File: src/hdl/adder_pkg.sv
// Adder package with the shared widths, request and response records and op codes
`default_nettype none

package adder_pkg;

	// Width of one slice handled per pipeline stage
	localparam int SLICE_W = 8;

	// Full operand width
	localparam int WORD_W = 32;

	typedef logic [SLICE_W-1:0] slice_t;
	typedef logic [WORD_W-1:0] word_t;

	// Subtract is a + ~b + 1, so cout high means no borrow
	typedef enum logic {
		OP_ADD = 1'b0,
		OP_SUB = 1'b1
	} add_op_e;

	// Request as it arrives on the input channel
	typedef struct packed {
		word_t   a;
		word_t   b;
		logic    cin;
		add_op_e op;
	} add_req_t;

	// Response on the output channel
	typedef struct packed {
		word_t sum;
		logic  cout;
		logic  ovf;
	} add_rsp_t;

	// Record passed from stage to stage, b already inverted for subtract
	typedef struct packed {
		word_t a;
		word_t b;
		word_t sum;
		logic  carry;
	} stage_t;

endpackage

`default_nettype wire

File: src/hdl/adder_slice_stage.sv
// Slice stage, adds one byte of the word and registers the record with valid/ready
`default_nettype none

module adder_slice_stage #(
	parameter int SLICE_IDX  = 0,
	parameter int NUM_SLICES = 4
) (
	input  logic              clk,
	input  logic              rst_n,
	input  logic              in_valid,
	output logic              in_ready,
	input  adder_pkg::stage_t in_stage,
	output logic              out_valid,
	input  logic              out_ready,
	output adder_pkg::stage_t out_stage,
	output logic              out_msb_carry
);

	localparam int LSB = SLICE_IDX * adder_pkg::SLICE_W;
	localparam bit LAST = (SLICE_IDX == NUM_SLICES - 1);

	adder_pkg::slice_t a_byte;
	adder_pkg::slice_t b_byte;
	adder_pkg::slice_t sum_byte;
	logic              slice_cout;
	logic              slice_c7;
	adder_pkg::stage_t next_stage;
	adder_pkg::stage_t stage_q;
	logic              valid_q;
	logic              msb_carry_q;
	logic              load;

	// Byte of this stage
	assign a_byte = in_stage.a[LSB +: adder_pkg::SLICE_W];
	assign b_byte = in_stage.b[LSB +: adder_pkg::SLICE_W];

	ling_adder8 adder_inst (
		.a(a_byte),
		.b(b_byte),
		.cin(in_stage.carry),
		.sum(sum_byte),
		.cout(slice_cout),
		.c7(slice_c7)
	);

	always_comb begin
		next_stage = in_stage;
		next_stage.sum[LSB +: adder_pkg::SLICE_W] = sum_byte;
		next_stage.carry = slice_cout;
		// Operand bits nobody downstream reads
		if (LAST) begin
			next_stage.a = '0;
			next_stage.b = '0;
		end else begin
			next_stage.a[LSB +: adder_pkg::SLICE_W] = '0;
			next_stage.b[LSB +: adder_pkg::SLICE_W] = '0;
		end
	end

	// Empty register or item leaving this cycle
	assign in_ready = !valid_q || out_ready;
	assign load = in_valid && in_ready;

	always_ff @(posedge clk or negedge rst_n) begin
		if (!rst_n) begin
			valid_q <= 1'b0;
		end else if (in_ready) begin
			valid_q <= in_valid;
		end
	end

	// Payload only moves on a transfer, so it holds under back-pressure
	always_ff @(posedge clk) begin
		if (load) begin
			stage_q     <= next_stage;
			msb_carry_q <= slice_c7;
		end
	end

	assign out_valid     = valid_q;
	assign out_stage     = stage_q;
	assign out_msb_carry = msb_carry_q;

endmodule

`default_nettype wire

File: src/hdl/ling_adder8.sv
// Ling adder, 8-bit sum and carry out through a Knowles prefix tree
`default_nettype none

module ling_adder8 (
	input  adder_pkg::slice_t a,
	input  adder_pkg::slice_t b,
	input  logic              cin,
	output adder_pkg::slice_t sum,
	output logic              cout,
	output logic              c7
);

	logic [8:0] p;
	logic [8:0] g;
	logic [7:0] h;
	logic [7:0] c;

	// Pre-computation, carry in enters as generate of position 0
	assign p = {a | b, 1'b1};
	assign g = {a & b, cin};

	ling_prefix_tree prefix_tree_inst (
		.p(p),
		.g(g),
		.h(h),
		.c(c)
	);

	// Sum bit is the carry itself when the bit generates, else p XOR carry
	assign sum = (p[8:1] ^ h) | (g[8:1] & c);

	// Carry out from the top pseudo-carry
	assign cout = p[8] & h[7];

	// Needed upstream for the signed overflow flag
	assign c7 = c[7];

endmodule

`default_nettype wire

File: src/hdl/ling_prefix_tree.sv
// Ling prefix tree, 8-bit Knowles network giving pseudo-carries and real carries
`default_nettype none

module ling_prefix_tree (
	input  logic [8:0] p,
	input  logic [8:0] g,
	output logic [7:0] h,
	output logic [7:0] c
);

	// Position 0 is the carry in, position k is operand bit k-1

	// Level 1, reduced cells over adjacent generates
	logic h_1_0;
	logic h_2_1;
	logic h_3_2;
	logic h_4_3;
	logic h_5_4;
	logic h_6_5;
	logic h_7_6;
	logic i_2_1;
	logic i_3_2;
	logic i_4_3;
	logic i_5_4;
	logic i_6_5;
	logic i_7_6;

	// Level 2, spans of 2
	logic h_2_0;
	logic h_3_0;
	logic h_4_1;
	logic h_5_2;
	logic h_6_3;
	logic h_7_4;
	logic i_4_1;
	logic i_5_2;
	logic i_6_3;
	logic i_7_4;

	// Level 3, spans of 4
	logic h_4_0;
	logic h_5_0;
	logic h_6_0;
	logic h_7_0;

	// Reduced grey cell
	assign h_1_0 = g[1] | g[0];

	// Reduced black cells
	assign h_2_1 = g[2] | g[1];
	assign i_2_1 = p[1] & p[0];
	assign h_3_2 = g[3] | g[2];
	assign i_3_2 = p[2] & p[1];
	assign h_4_3 = g[4] | g[3];
	assign i_4_3 = p[3] & p[2];
	assign h_5_4 = g[5] | g[4];
	assign i_5_4 = p[4] & p[3];
	assign h_6_5 = g[6] | g[5];
	assign i_6_5 = p[5] & p[4];
	assign h_7_6 = g[7] | g[6];
	assign i_7_6 = p[6] & p[5];

	// Grey cells reaching position 0
	assign h_2_0 = h_2_1 | (i_2_1 & g[0]);
	assign h_3_0 = h_3_2 | (i_3_2 & h_1_0);

	// Black cells
	assign h_4_1 = h_4_3 | (i_4_3 & h_2_1);
	assign i_4_1 = i_4_3 & i_2_1;
	assign h_5_2 = h_5_4 | (i_5_4 & h_3_2);
	assign i_5_2 = i_5_4 & i_3_2;
	assign h_6_3 = h_6_5 | (i_6_5 & h_4_3);
	assign i_6_3 = i_6_5 & i_4_3;
	assign h_7_4 = h_7_6 | (i_7_6 & h_5_4);
	assign i_7_4 = i_7_6 & i_5_4;

	// Overlap with h_1_0 at position 1 is harmless for an OR
	assign h_4_0 = h_4_1 | (i_4_1 & h_1_0);
	assign h_5_0 = h_5_2 | (i_5_2 & h_1_0);
	assign h_6_0 = h_6_3 | (i_6_3 & h_3_0);
	assign h_7_0 = h_7_4 | (i_7_4 & h_3_0);

	// Real carry into a bit is p of the bit below ANDed with its pseudo-carry
	assign c[0] = g[0];
	assign c[1] = p[1] & h_1_0;
	assign c[2] = p[2] & h_2_0;
	assign c[3] = p[3] & h_3_0;
	assign c[4] = p[4] & h_4_0;
	assign c[5] = p[5] & h_5_0;
	assign c[6] = p[6] & h_6_0;
	assign c[7] = p[7] & h_7_0;

	// Pseudo-carry per operand bit
	assign h[0] = h_1_0;
	assign h[1] = h_2_0;
	assign h[2] = h_3_0;
	assign h[3] = h_4_0;
	assign h[4] = h_5_0;
	assign h[5] = h_6_0;
	assign h[6] = h_7_0;

	// Top pseudo-carry folds in the last generate
	assign h[7] = g[8] | c[7];

endmodule

`default_nettype wire

File: src/hdl/wide_adder_pipe.sv
// Pipelined 32-bit adder/subtractor, one byte slice per stage between two valid/ready channels
`default_nettype none

module wide_adder_pipe #(
	parameter int NUM_SLICES = 4
) (
	input  logic                clk,
	input  logic                rst_n,
	input  logic                req_valid,
	output logic                req_ready,
	input  adder_pkg::add_req_t req,
	output logic                rsp_valid,
	input  logic                rsp_ready,
	output adder_pkg::add_rsp_t rsp
);

	adder_pkg::stage_t     head_stage;
	adder_pkg::stage_t     tail_stage;
	adder_pkg::stage_t     link_stage [NUM_SLICES+1];
	logic [NUM_SLICES:0]   link_valid;
	logic [NUM_SLICES:0]   link_ready;
	logic [NUM_SLICES-1:0] msb_carry;
	logic                  sub_op;

	assign sub_op = (req.op == adder_pkg::OP_SUB);

	// Subtract becomes a + ~b + 1, request cin only counts for add
	always_comb begin
		head_stage.a     = req.a;
		head_stage.b     = sub_op ? ~req.b : req.b;
		head_stage.sum   = '0;
		head_stage.carry = sub_op ? 1'b1 : req.cin;
	end

	// Input channel into stage 0
	assign link_stage[0] = head_stage;
	assign link_valid[0] = req_valid;
	assign req_ready     = link_ready[0];

	for (genvar k = 0; k < NUM_SLICES; k++) begin : g_slice
		adder_slice_stage #(
			.SLICE_IDX(k),
			.NUM_SLICES(NUM_SLICES)
		) stage_inst (
			.clk(clk),
			.rst_n(rst_n),
			.in_valid(link_valid[k]),
			.in_ready(link_ready[k]),
			.in_stage(link_stage[k]),
			.out_valid(link_valid[k+1]),
			.out_ready(link_ready[k+1]),
			.out_stage(link_stage[k+1]),
			.out_msb_carry(msb_carry[k])
		);
	end

	// Last stage drives the output channel
	assign tail_stage             = link_stage[NUM_SLICES];
	assign link_ready[NUM_SLICES] = rsp_ready;
	assign rsp_valid              = link_valid[NUM_SLICES];

	// Signed overflow when carry into the sign bit differs from carry out
	always_comb begin
		rsp.sum  = tail_stage.sum;
		rsp.cout = tail_stage.carry;
		rsp.ovf  = tail_stage.carry ^ msb_carry[NUM_SLICES-1];
	end

endmodule

`default_nettype wire

File: config.mk
export PLATFORM = sky130hd
export DESIGN_NAME = wide_adder_pipe
export DESIGN_NICKNAME = d
export VERILOG_FILES = /design/src/hdl/adder_pkg.sv /design/src/hdl/adder_slice_stage.sv /design/src/hdl/ling_adder8.sv /design/src/hdl/ling_prefix_tree.sv /design/src/hdl/wide_adder_pipe.sv
export SDC_FILE = /design/constraint.sdc
export NUM_CORES = 1
export LEC_CHECK = 0
export BUFFER_PORTS_ARGS = -buffer_cell sky130_fd_sc_hd__buf_4
export CAP_MARGIN = 20
export CORE_UTILIZATION = 45
export CTS_BUF_LIST = sky130_fd_sc_hd__clkbuf_16
export CTS_CLUSTER_SIZE = 14
export DETAILED_ROUTE_END_ITERATION = 10
export PLACE_DENSITY_LB_ADDON = 0.12
export SETUP_SLACK_MARGIN = 0.4
export SLEW_MARGIN = 20
export SYNTH_ARGS = -nofsm -noshare
export SYNTH_HDL_FRONTEND = slang
export SYNTH_SLANG_ARGS = --single-unit
File: constraint.sdc
create_clock -name clk -period 5.05 [get_ports clk]
set_input_delay 1.01 -clock clk [delete_from_list [all_inputs] [get_ports clk]]
set_output_delay 1.01 -clock clk [all_outputs]
set_load 0.1 [all_outputs]
==> impl_metrics.toml, run 1 <==
[yosys]
syn_area_per_cell_sq_um = 18.0
synth_area_sq_um = 7340
synth.distinct_cells = 39
postSynthCellCount = 408
synth_edf_count = 181
yosysWarnings = 0
async_flop_share_pct = 2.16
syn_nets = 510
yosysSeqAreaShare_pct = 75.4
synth-seq-cells = 185
synth_top_flop_cell = "edfxtp_1"

[sta]
max_slew.worst_pin.slew_ns = 0.775
slew_violations = 0
max_freq_mhz = 319
fin_crit_sh_pct = 62.1
slew_headroom_pct = 48.3
finalClockSkew_ns = 0.00893
fin_setup_tns_ns = 0
hold_viol = 0
finalSetupViolations = 0
rsz0062_at_grt = "no"
period_needed_ns = 3.14

[route]
drt_pass1_iterations = 4
route.detailed.drc = 0
wire_per_inst_um = 14.9
wl_um = 11300
ant_nets = 0
drtIter0Drc = 194
num_vias = 3673
vias_per_cell = 4.83

[placement]
hpwl_um = 7320
gp_congestion = 0.780
numPortBuffers = 105

[clock_network]
path_clk_slew_ns = 0.07
cts_hold_buf = 0
cts-root-buf = "clkbuf_16"
ctsResizeCount = 0
cts_setup_buffers = 0
htree_levels = 4
clockBufferDepth = 2
cts.sink_count = 185
worstSkewPairLatency_ns = 0.42
cts_tree = "done"
cts_inserted_buffers = 17

[global_route]
grt_util_all_layers_pct = 14.8
antenna_found_initial = 0
grt_pass1_wl_um = 18100
grt.overflow.total = 0
grt_pass1_vias = 3735
grt_max_degree = 58

[die]
row_count = 46
die_w_um = 130
initial_core_util_pct = 46.2
ios = 106
die_h_um = 130
core-area_sq_um = 15900
die-area_sq_um = 16800

[setup_path]
critPathKind = "input port to output port"
cp.arrival_ns = 2.13
rr_worst_depth = 10
worstPathRequired_ns = 4.04
crit_fanout = 6
end_kind = "output port"
slowest_stage = "nor2b_1"
cpMostUsedCell = "buf_4"
endpoint = "req_ready"
startpoint_type = "input port"
crit_start = "rsp_ready"
r2r_end = "g_slice[1].stage_inst.out_stage[16]$_DFFE_PP_"
r2r_slack_ns = 2.32
r2r_start = "g_slice[0].stage_inst.out_stage[41]$_DFFE_PP_"
crit_chain = "buf_4 > nor2b_1 > nand4_1 > buf_4"
cp_slowest_stage_delay_ns = 0.49

[pwr]
seq_power_share_pct = 48.3
switching_share_pct = 28.8
power_switching_w = 0.00121
power_density_nw_per_um2 = 467
leakagePower_nw = 3.47
power.internal_w = 0.00301
ir_drop_v = 0.000241
clock_power_share_pct = 31.5
combPwrFrac_pct = 20.3

[layout]
finalNetCount = 634
antennaDiodeCount = 0
syn_to_final_growth_pct = 23.3
post-route-util_pct = 56.9
fill_cells = 1278
drive_above_1_share_pct = 36.5

[status]
status = "complete, no violations"

[hold_path]
hold_path_class = "input port to asynchronous set/reset pin"

[job]
drv_cap = 0
[synth_stat cells, types with 2 or more instances]
cell	instances	area [sq um]
a21boi_0	3	22.5
a21o_1	10	75.1
a21oi_1	4	20.0
a221oi_1	2	17.5
a22o_1	7	61.3
a31o_2	26	228
a31oi_1	3	18.8
and2_1	5	31.3
clkbuf_1	2	7.51
dfrtp_1	4	100
edfxtp_1	181	5440
fa_1	8	160
ha_1	24	300
inv_1	18	67.6
maj3_1	5	50.1
maj3_2	4	45.0
nand2_1	8	30.0
nand2b_1	3	18.8
nand3_1	3	15.0
nor2_1	6	22.5
nor2b_1	4	25.0
nor3_1	2	10.0
o21ai_0	9	45.0
or2_2	21	131
xor2_1	32	280
[flip-flops by register name, summed over array words and instances (netlist names)]
name                              flops
g_slice.stage_inst.out_valid          4
g_slice.stage_inst.out_msb_carry      1
g_slice.stage_inst.out_stage        180
[cells by family after synthesis]
logic type | Yosys count | synth area share, %
DFF | 185 | 75.4
AOI/OAI and AO/OA | 68 | 7.21
muxes | 1 | 0.136
adders and majority gates | 41 | 7.57
xor gates and xnor gates | 33 | 3.94
and+or+nand+nor | 58 | 4.45
buffers and inverters | 22 | 1.24
[worst min path at each step]
stage | from | end | slack (ns) | cells after the start
detailed placement | g_slice[0].stage_inst.out_stage[52]$_DFFE_PP_ | g_slice[1].stage_inst.out_stage[52]$_DFFE_PP_ | 0.40 | 0
floorplan | g_slice[0].stage_inst.out_stage[1]$_DFFE_PP_ | g_slice[1].stage_inst.out_stage[1]$_DFFE_PP_ | 0.40 | 0
CTS | rst_n | g_slice[1].stage_inst.out_valid$_DFFE_PN0P_ | 0.35 | 1
global placement | g_slice[0].stage_inst.out_stage[58]$_DFFE_PP_ | g_slice[1].stage_inst.out_stage[58]$_DFFE_PP_ | 0.40 | 0
finish | rst_n | g_slice[1].stage_inst.out_valid$_DFFE_PN0P_ | 0.37 | 1
global route | rst_n | g_slice[3].stage_inst.out_valid$_DFFE_PN0P_ | 0.35 | 1
[metrics by stage]
| step | hold WS, ns | power, W | setup slack, ns | area [sq um] | std cells |
|---|---|---|---|---|---|
| floorplan | 0.400 | 0.00270 | 0.430 | 7340 | 408 |
| global placement | 0.400 | 0.00290 | 1.68 | 8420 | 728 |
| detailed placement | 0.405 | 0.00293 | 1.62 | 8420 | 728 |
| CTS | 0.352 | 0.00427 | 1.92 | 9020 | 760 |
| global route | 0.347 | 0.00441 | 1.83 | 9050 | 761 |
| finish | 0.372 | 0.00422 | 1.91 | 9050 | 761 |
[per-layer routing]
layer / share of wire, % / routed length, um / up-vias / track usage, %
met4: 1.4 / 156 / 0 / 5.61
met5: 0 / 0 / - / 0
li1: - / - / 1809 / -
met3: 7.0 / 797 / 12 / 5.90
met2: 52 / 5850 / 84 / 25.6
met1: 40 / 4530 / 1768 / 16.3
[placed cells by master (no fill, tap or decap), drive strengths merged, types with 2 or more instances in the layout]
| cell | instances |
|---|---|
| nor3 | 2 |
| inv | 23 |
| nand2 | 8 |
| nand3 | 3 |
| a31o | 26 |
| buf | 109 |
| a221oi | 2 |
| or2 | 22 |
| and2 | 6 |
| nand2b | 3 |
| o21ai | 9 |
| maj3 | 9 |
| a21boi | 3 |
| xor2 | 32 |
| ha | 24 |
| nor2b | 4 |
| dfrtp | 4 |
| bufinv | 3 |
| a21o | 11 |
| clkinvlp | 3 |
| nor2 | 7 |
| fa | 8 |
| a21oi | 4 |
| a22o | 7 |
| clkbuf | 17 |
| edfxtp | 181 |
| a31oi | 3 |
| clkinv | 4 |
[area by class of cell]
type / instances / area [sq um] / share of cell area [%]
repair buffers: 109 / 838 / 9.27
clock buffers: 17 / 425 / 4.70
well taps: 216 / 270 / 2.99
flip-flops and latches: 185 / 5540 / 61.2
inverters: 18 / 67.6 / 0.747
multi-input cells: 201 / 1730 / 19.1
clock inverters: 15 / 178 / 1.96
[power by group through the flow]
stage	logic (W)	registers, W	clock network [W]
after floorplan	0.000301	0.00240	0
after detailed placement	0.000858	0.00207	0
after global placement	0.000838	0.00207	0
after CTS	0.000862	0.00204	0.00137
final	0.000855	0.00204	0.00133
after global routing	0.000918	0.00206	0.00142
[critical path, delay by kind of cell]
family                 cells  cell delay (ns)
buffers and inverters      2             0.40
and+or+nand+nor            2             0.73
No activity file was read; power rests on OpenSTA's default activity.
==> run 2: changes to the inputs <==
- clock period: 5.05 -> 3.28 ns (I/O delays scaled with it)
==> run 2 against run 1 <==
Routed wire length decreased by 2.5%. Global-route usage decreased by 0.31 points. Largest cell class unchanged. Worst hold slack improved by 0.039 ns. Non-clock buffer count increased by 2. Highest routed layer unchanged. Utilization decreased by 0.39 points. Largest power group unchanged.
==> impl_metrics.toml, run 2 (synthesis gave the netlist of run 1 again) <==
[pwr]
ir_drop_v = 0.000428
leakagePower_nw = 3.46
seq_power_share_pct = 50.0
clock_power_share_pct = 29.2
combPwrFrac_pct = 20.8
power_density_nw_per_um2 = 700
power.internal_w = 0.00451
switching_share_pct = 28.3
power_switching_w = 0.00178

[setup_path]
startpoint_type = "register"
crit_fanout = 2
crit_start = "g_slice[0].stage_inst.out_stage[41]$_DFFE_PP_"
end_kind = "register"
cp.arrival_ns = 2.98
worstPathRequired_ns = 3.57
r2r_start = "g_slice[0].stage_inst.out_stage[41]$_DFFE_PP_"
critPathKind = "register to register"

[placement]
hpwl_um = 7430
place_inst = 730
dp_slack_ns = 0.262
gp_congestion = 0.735
numPortBuffers = 105

[layout]
fin_cells = 760
drive_above_1_share_pct = 35.3
final_common_cell = "edfxtp_1"
largest_reg_flops = 180
finalNetCount = 636
antennaDiodeCount = 0
syn_to_final_growth_pct = 22.4
final_cell_mix = "181 x edfxtp_1, 110 x buf_4, 31 x xor2_1"

[die]
die-area_sq_um = 16800
initial_core_util_pct = 46.2
row_count = 46
die_h_um = 130
die_w_um = 130
core-area_sq_um = 15900
ios = 106

[sta]
hold_viol = 0
finalSetupViolations = 0
rsz0062_at_grt = "no"
setup_ws_ns = 0.594
finalClockSkew_ns = 0.00415
slew_violations = 0
period_needed_ns = 2.69
fin_crit_sh_pct = 81.9
max_freq_mhz = 372
max_slew.worst_pin.slew_ns = 0.782
fin_setup_tns_ns = 0
slew_headroom_pct = 47.9

[route]
wl_um = 11100
drt_pass1_iterations = 6
vias_per_cell = 4.83
wire_per_inst_um = 14.5
drtIter0Drc = 190
route.detailed.drc = 0
num_vias = 3669
ant_nets = 0

[clock_network]
ctsResizeCount = 0
cts_tree = "done"
path_clk_slew_ns = 0.06
cts_inserted_buffers = 17
cts-root-buf = "clkbuf_16"
clockBufferDepth = 2
worstSkewPairLatency_ns = 0.42
cts_setup_buffers = 0
cts.sink_count = 185
htree_levels = 4

[global_route]
grt.overflow.total = 0
grt_pass1_wl_um = 17600
grt_max_degree = 58
grt_pass1_vias = 3686
grt_util_all_layers_pct = 14.5
antenna_found_initial = 0

[status]
status = "complete, no violations"

[hold_path]
min_from = "req[43]"
hold_path_class = "input port to register"

[job]
drv_cap = 0
[run 2: cell count changes in the layout (fill, tap and decap cells not counted), sizes merged]
cell and delta:
buf +1, bufinv -1, clkinvlp -3, clkinv +1, dlygate4sd3 +1
[run 2: worst paths after layout]
path	to	slack, ns	cells after the start
worst max-delay path	g_slice[1].stage_inst.out_stage[16]$_DFFE_PP_	0.59	10
worst min-delay path	g_slice[0].stage_inst.out_stage[74]$_DFFE_PP_	0.41	1
worst max register to register	g_slice[1].stage_inst.out_stage[16]$_DFFE_PP_	0.59	10
worst min register to register	g_slice[1].stage_inst.out_stage[61]$_DFFE_PP_	0.41	0
max in group asynchronous	g_slice[3].stage_inst.out_valid$_DFFE_PN0P_	2.60	2
min in group asynchronous	g_slice[2].stage_inst.out_valid$_DFFE_PN0P_	0.57	2
[run 2: repair_timing]
| action | in CTS | in global routing |
|---|---|---|
| endpoints found under the hold margin | 0 | 4 |
| hold buffers | 0 | 1 |
| endpoints found under the setup margin | 0 | 0 |
[run 2: layout make-up]
| type | count | area, sq um |
|---|---|---|
| Clock buffer | 17 | 425 |
| Clock inverter | 12 | 97.6 |
| Fill cell | 1277 | 6900 |
| Inverter | 18 | 67.6 |
| Multi-Input combinational cell | 201 | 1750 |
| Sequential cell | 185 | 5540 |
| Tap cell | 216 | 270 |
| Timing Repair Buffer | 111 | 836 |
[run 2: metal layers]
layer | track usage [%] | up-vias | share of wire (%)
met1 | 15.4 | 1766 | 39
li1 | - | 1804 | -
met3 | 6.27 | 18 | 7.6
met2 | 24.8 | 81 | 52
met4 | 6.50 | 0 | 1.7
met5 | 0 | - | 0
[run 2: power by group through the flow]
stage               sequential, W  combinational (W)  clock (W)
floorplan                 0.00369           0.000469          0
global placement          0.00318            0.00129          0
detailed placement        0.00320            0.00132          0
CTS                       0.00315            0.00133    0.00189
global route              0.00318            0.00141    0.00198
finish                    0.00314            0.00131    0.00184
[run 2: per-stage QoR]
stage                     util (%)  power (W)  instance area (sq um)  hold WS [ns]
after floorplan                  -    0.00416                   7360         0.360
after detailed placement      53.2    0.00452                   8450         0.405
after global placement        53.2    0.00448                   8450         0.400
final                         56.6    0.00629                   8980         0.411
after CTS                     56.5    0.00636                   8970       0.00520
after global routing          56.6    0.00656                   8980         0.383
[run 2: critical path, stage by stage, from the launching register on]
cell and delay, ns:
edfxtp_1 0.42, maj3_2 0.34, a221oi_1 0.28, nor3b_1 0.13, maj3_2 0.32, a21o_1 0.17, a22o_1 0.20, ha_1 0.19
inv_1 0.08, fa_1 0.38, inv_1 0.06
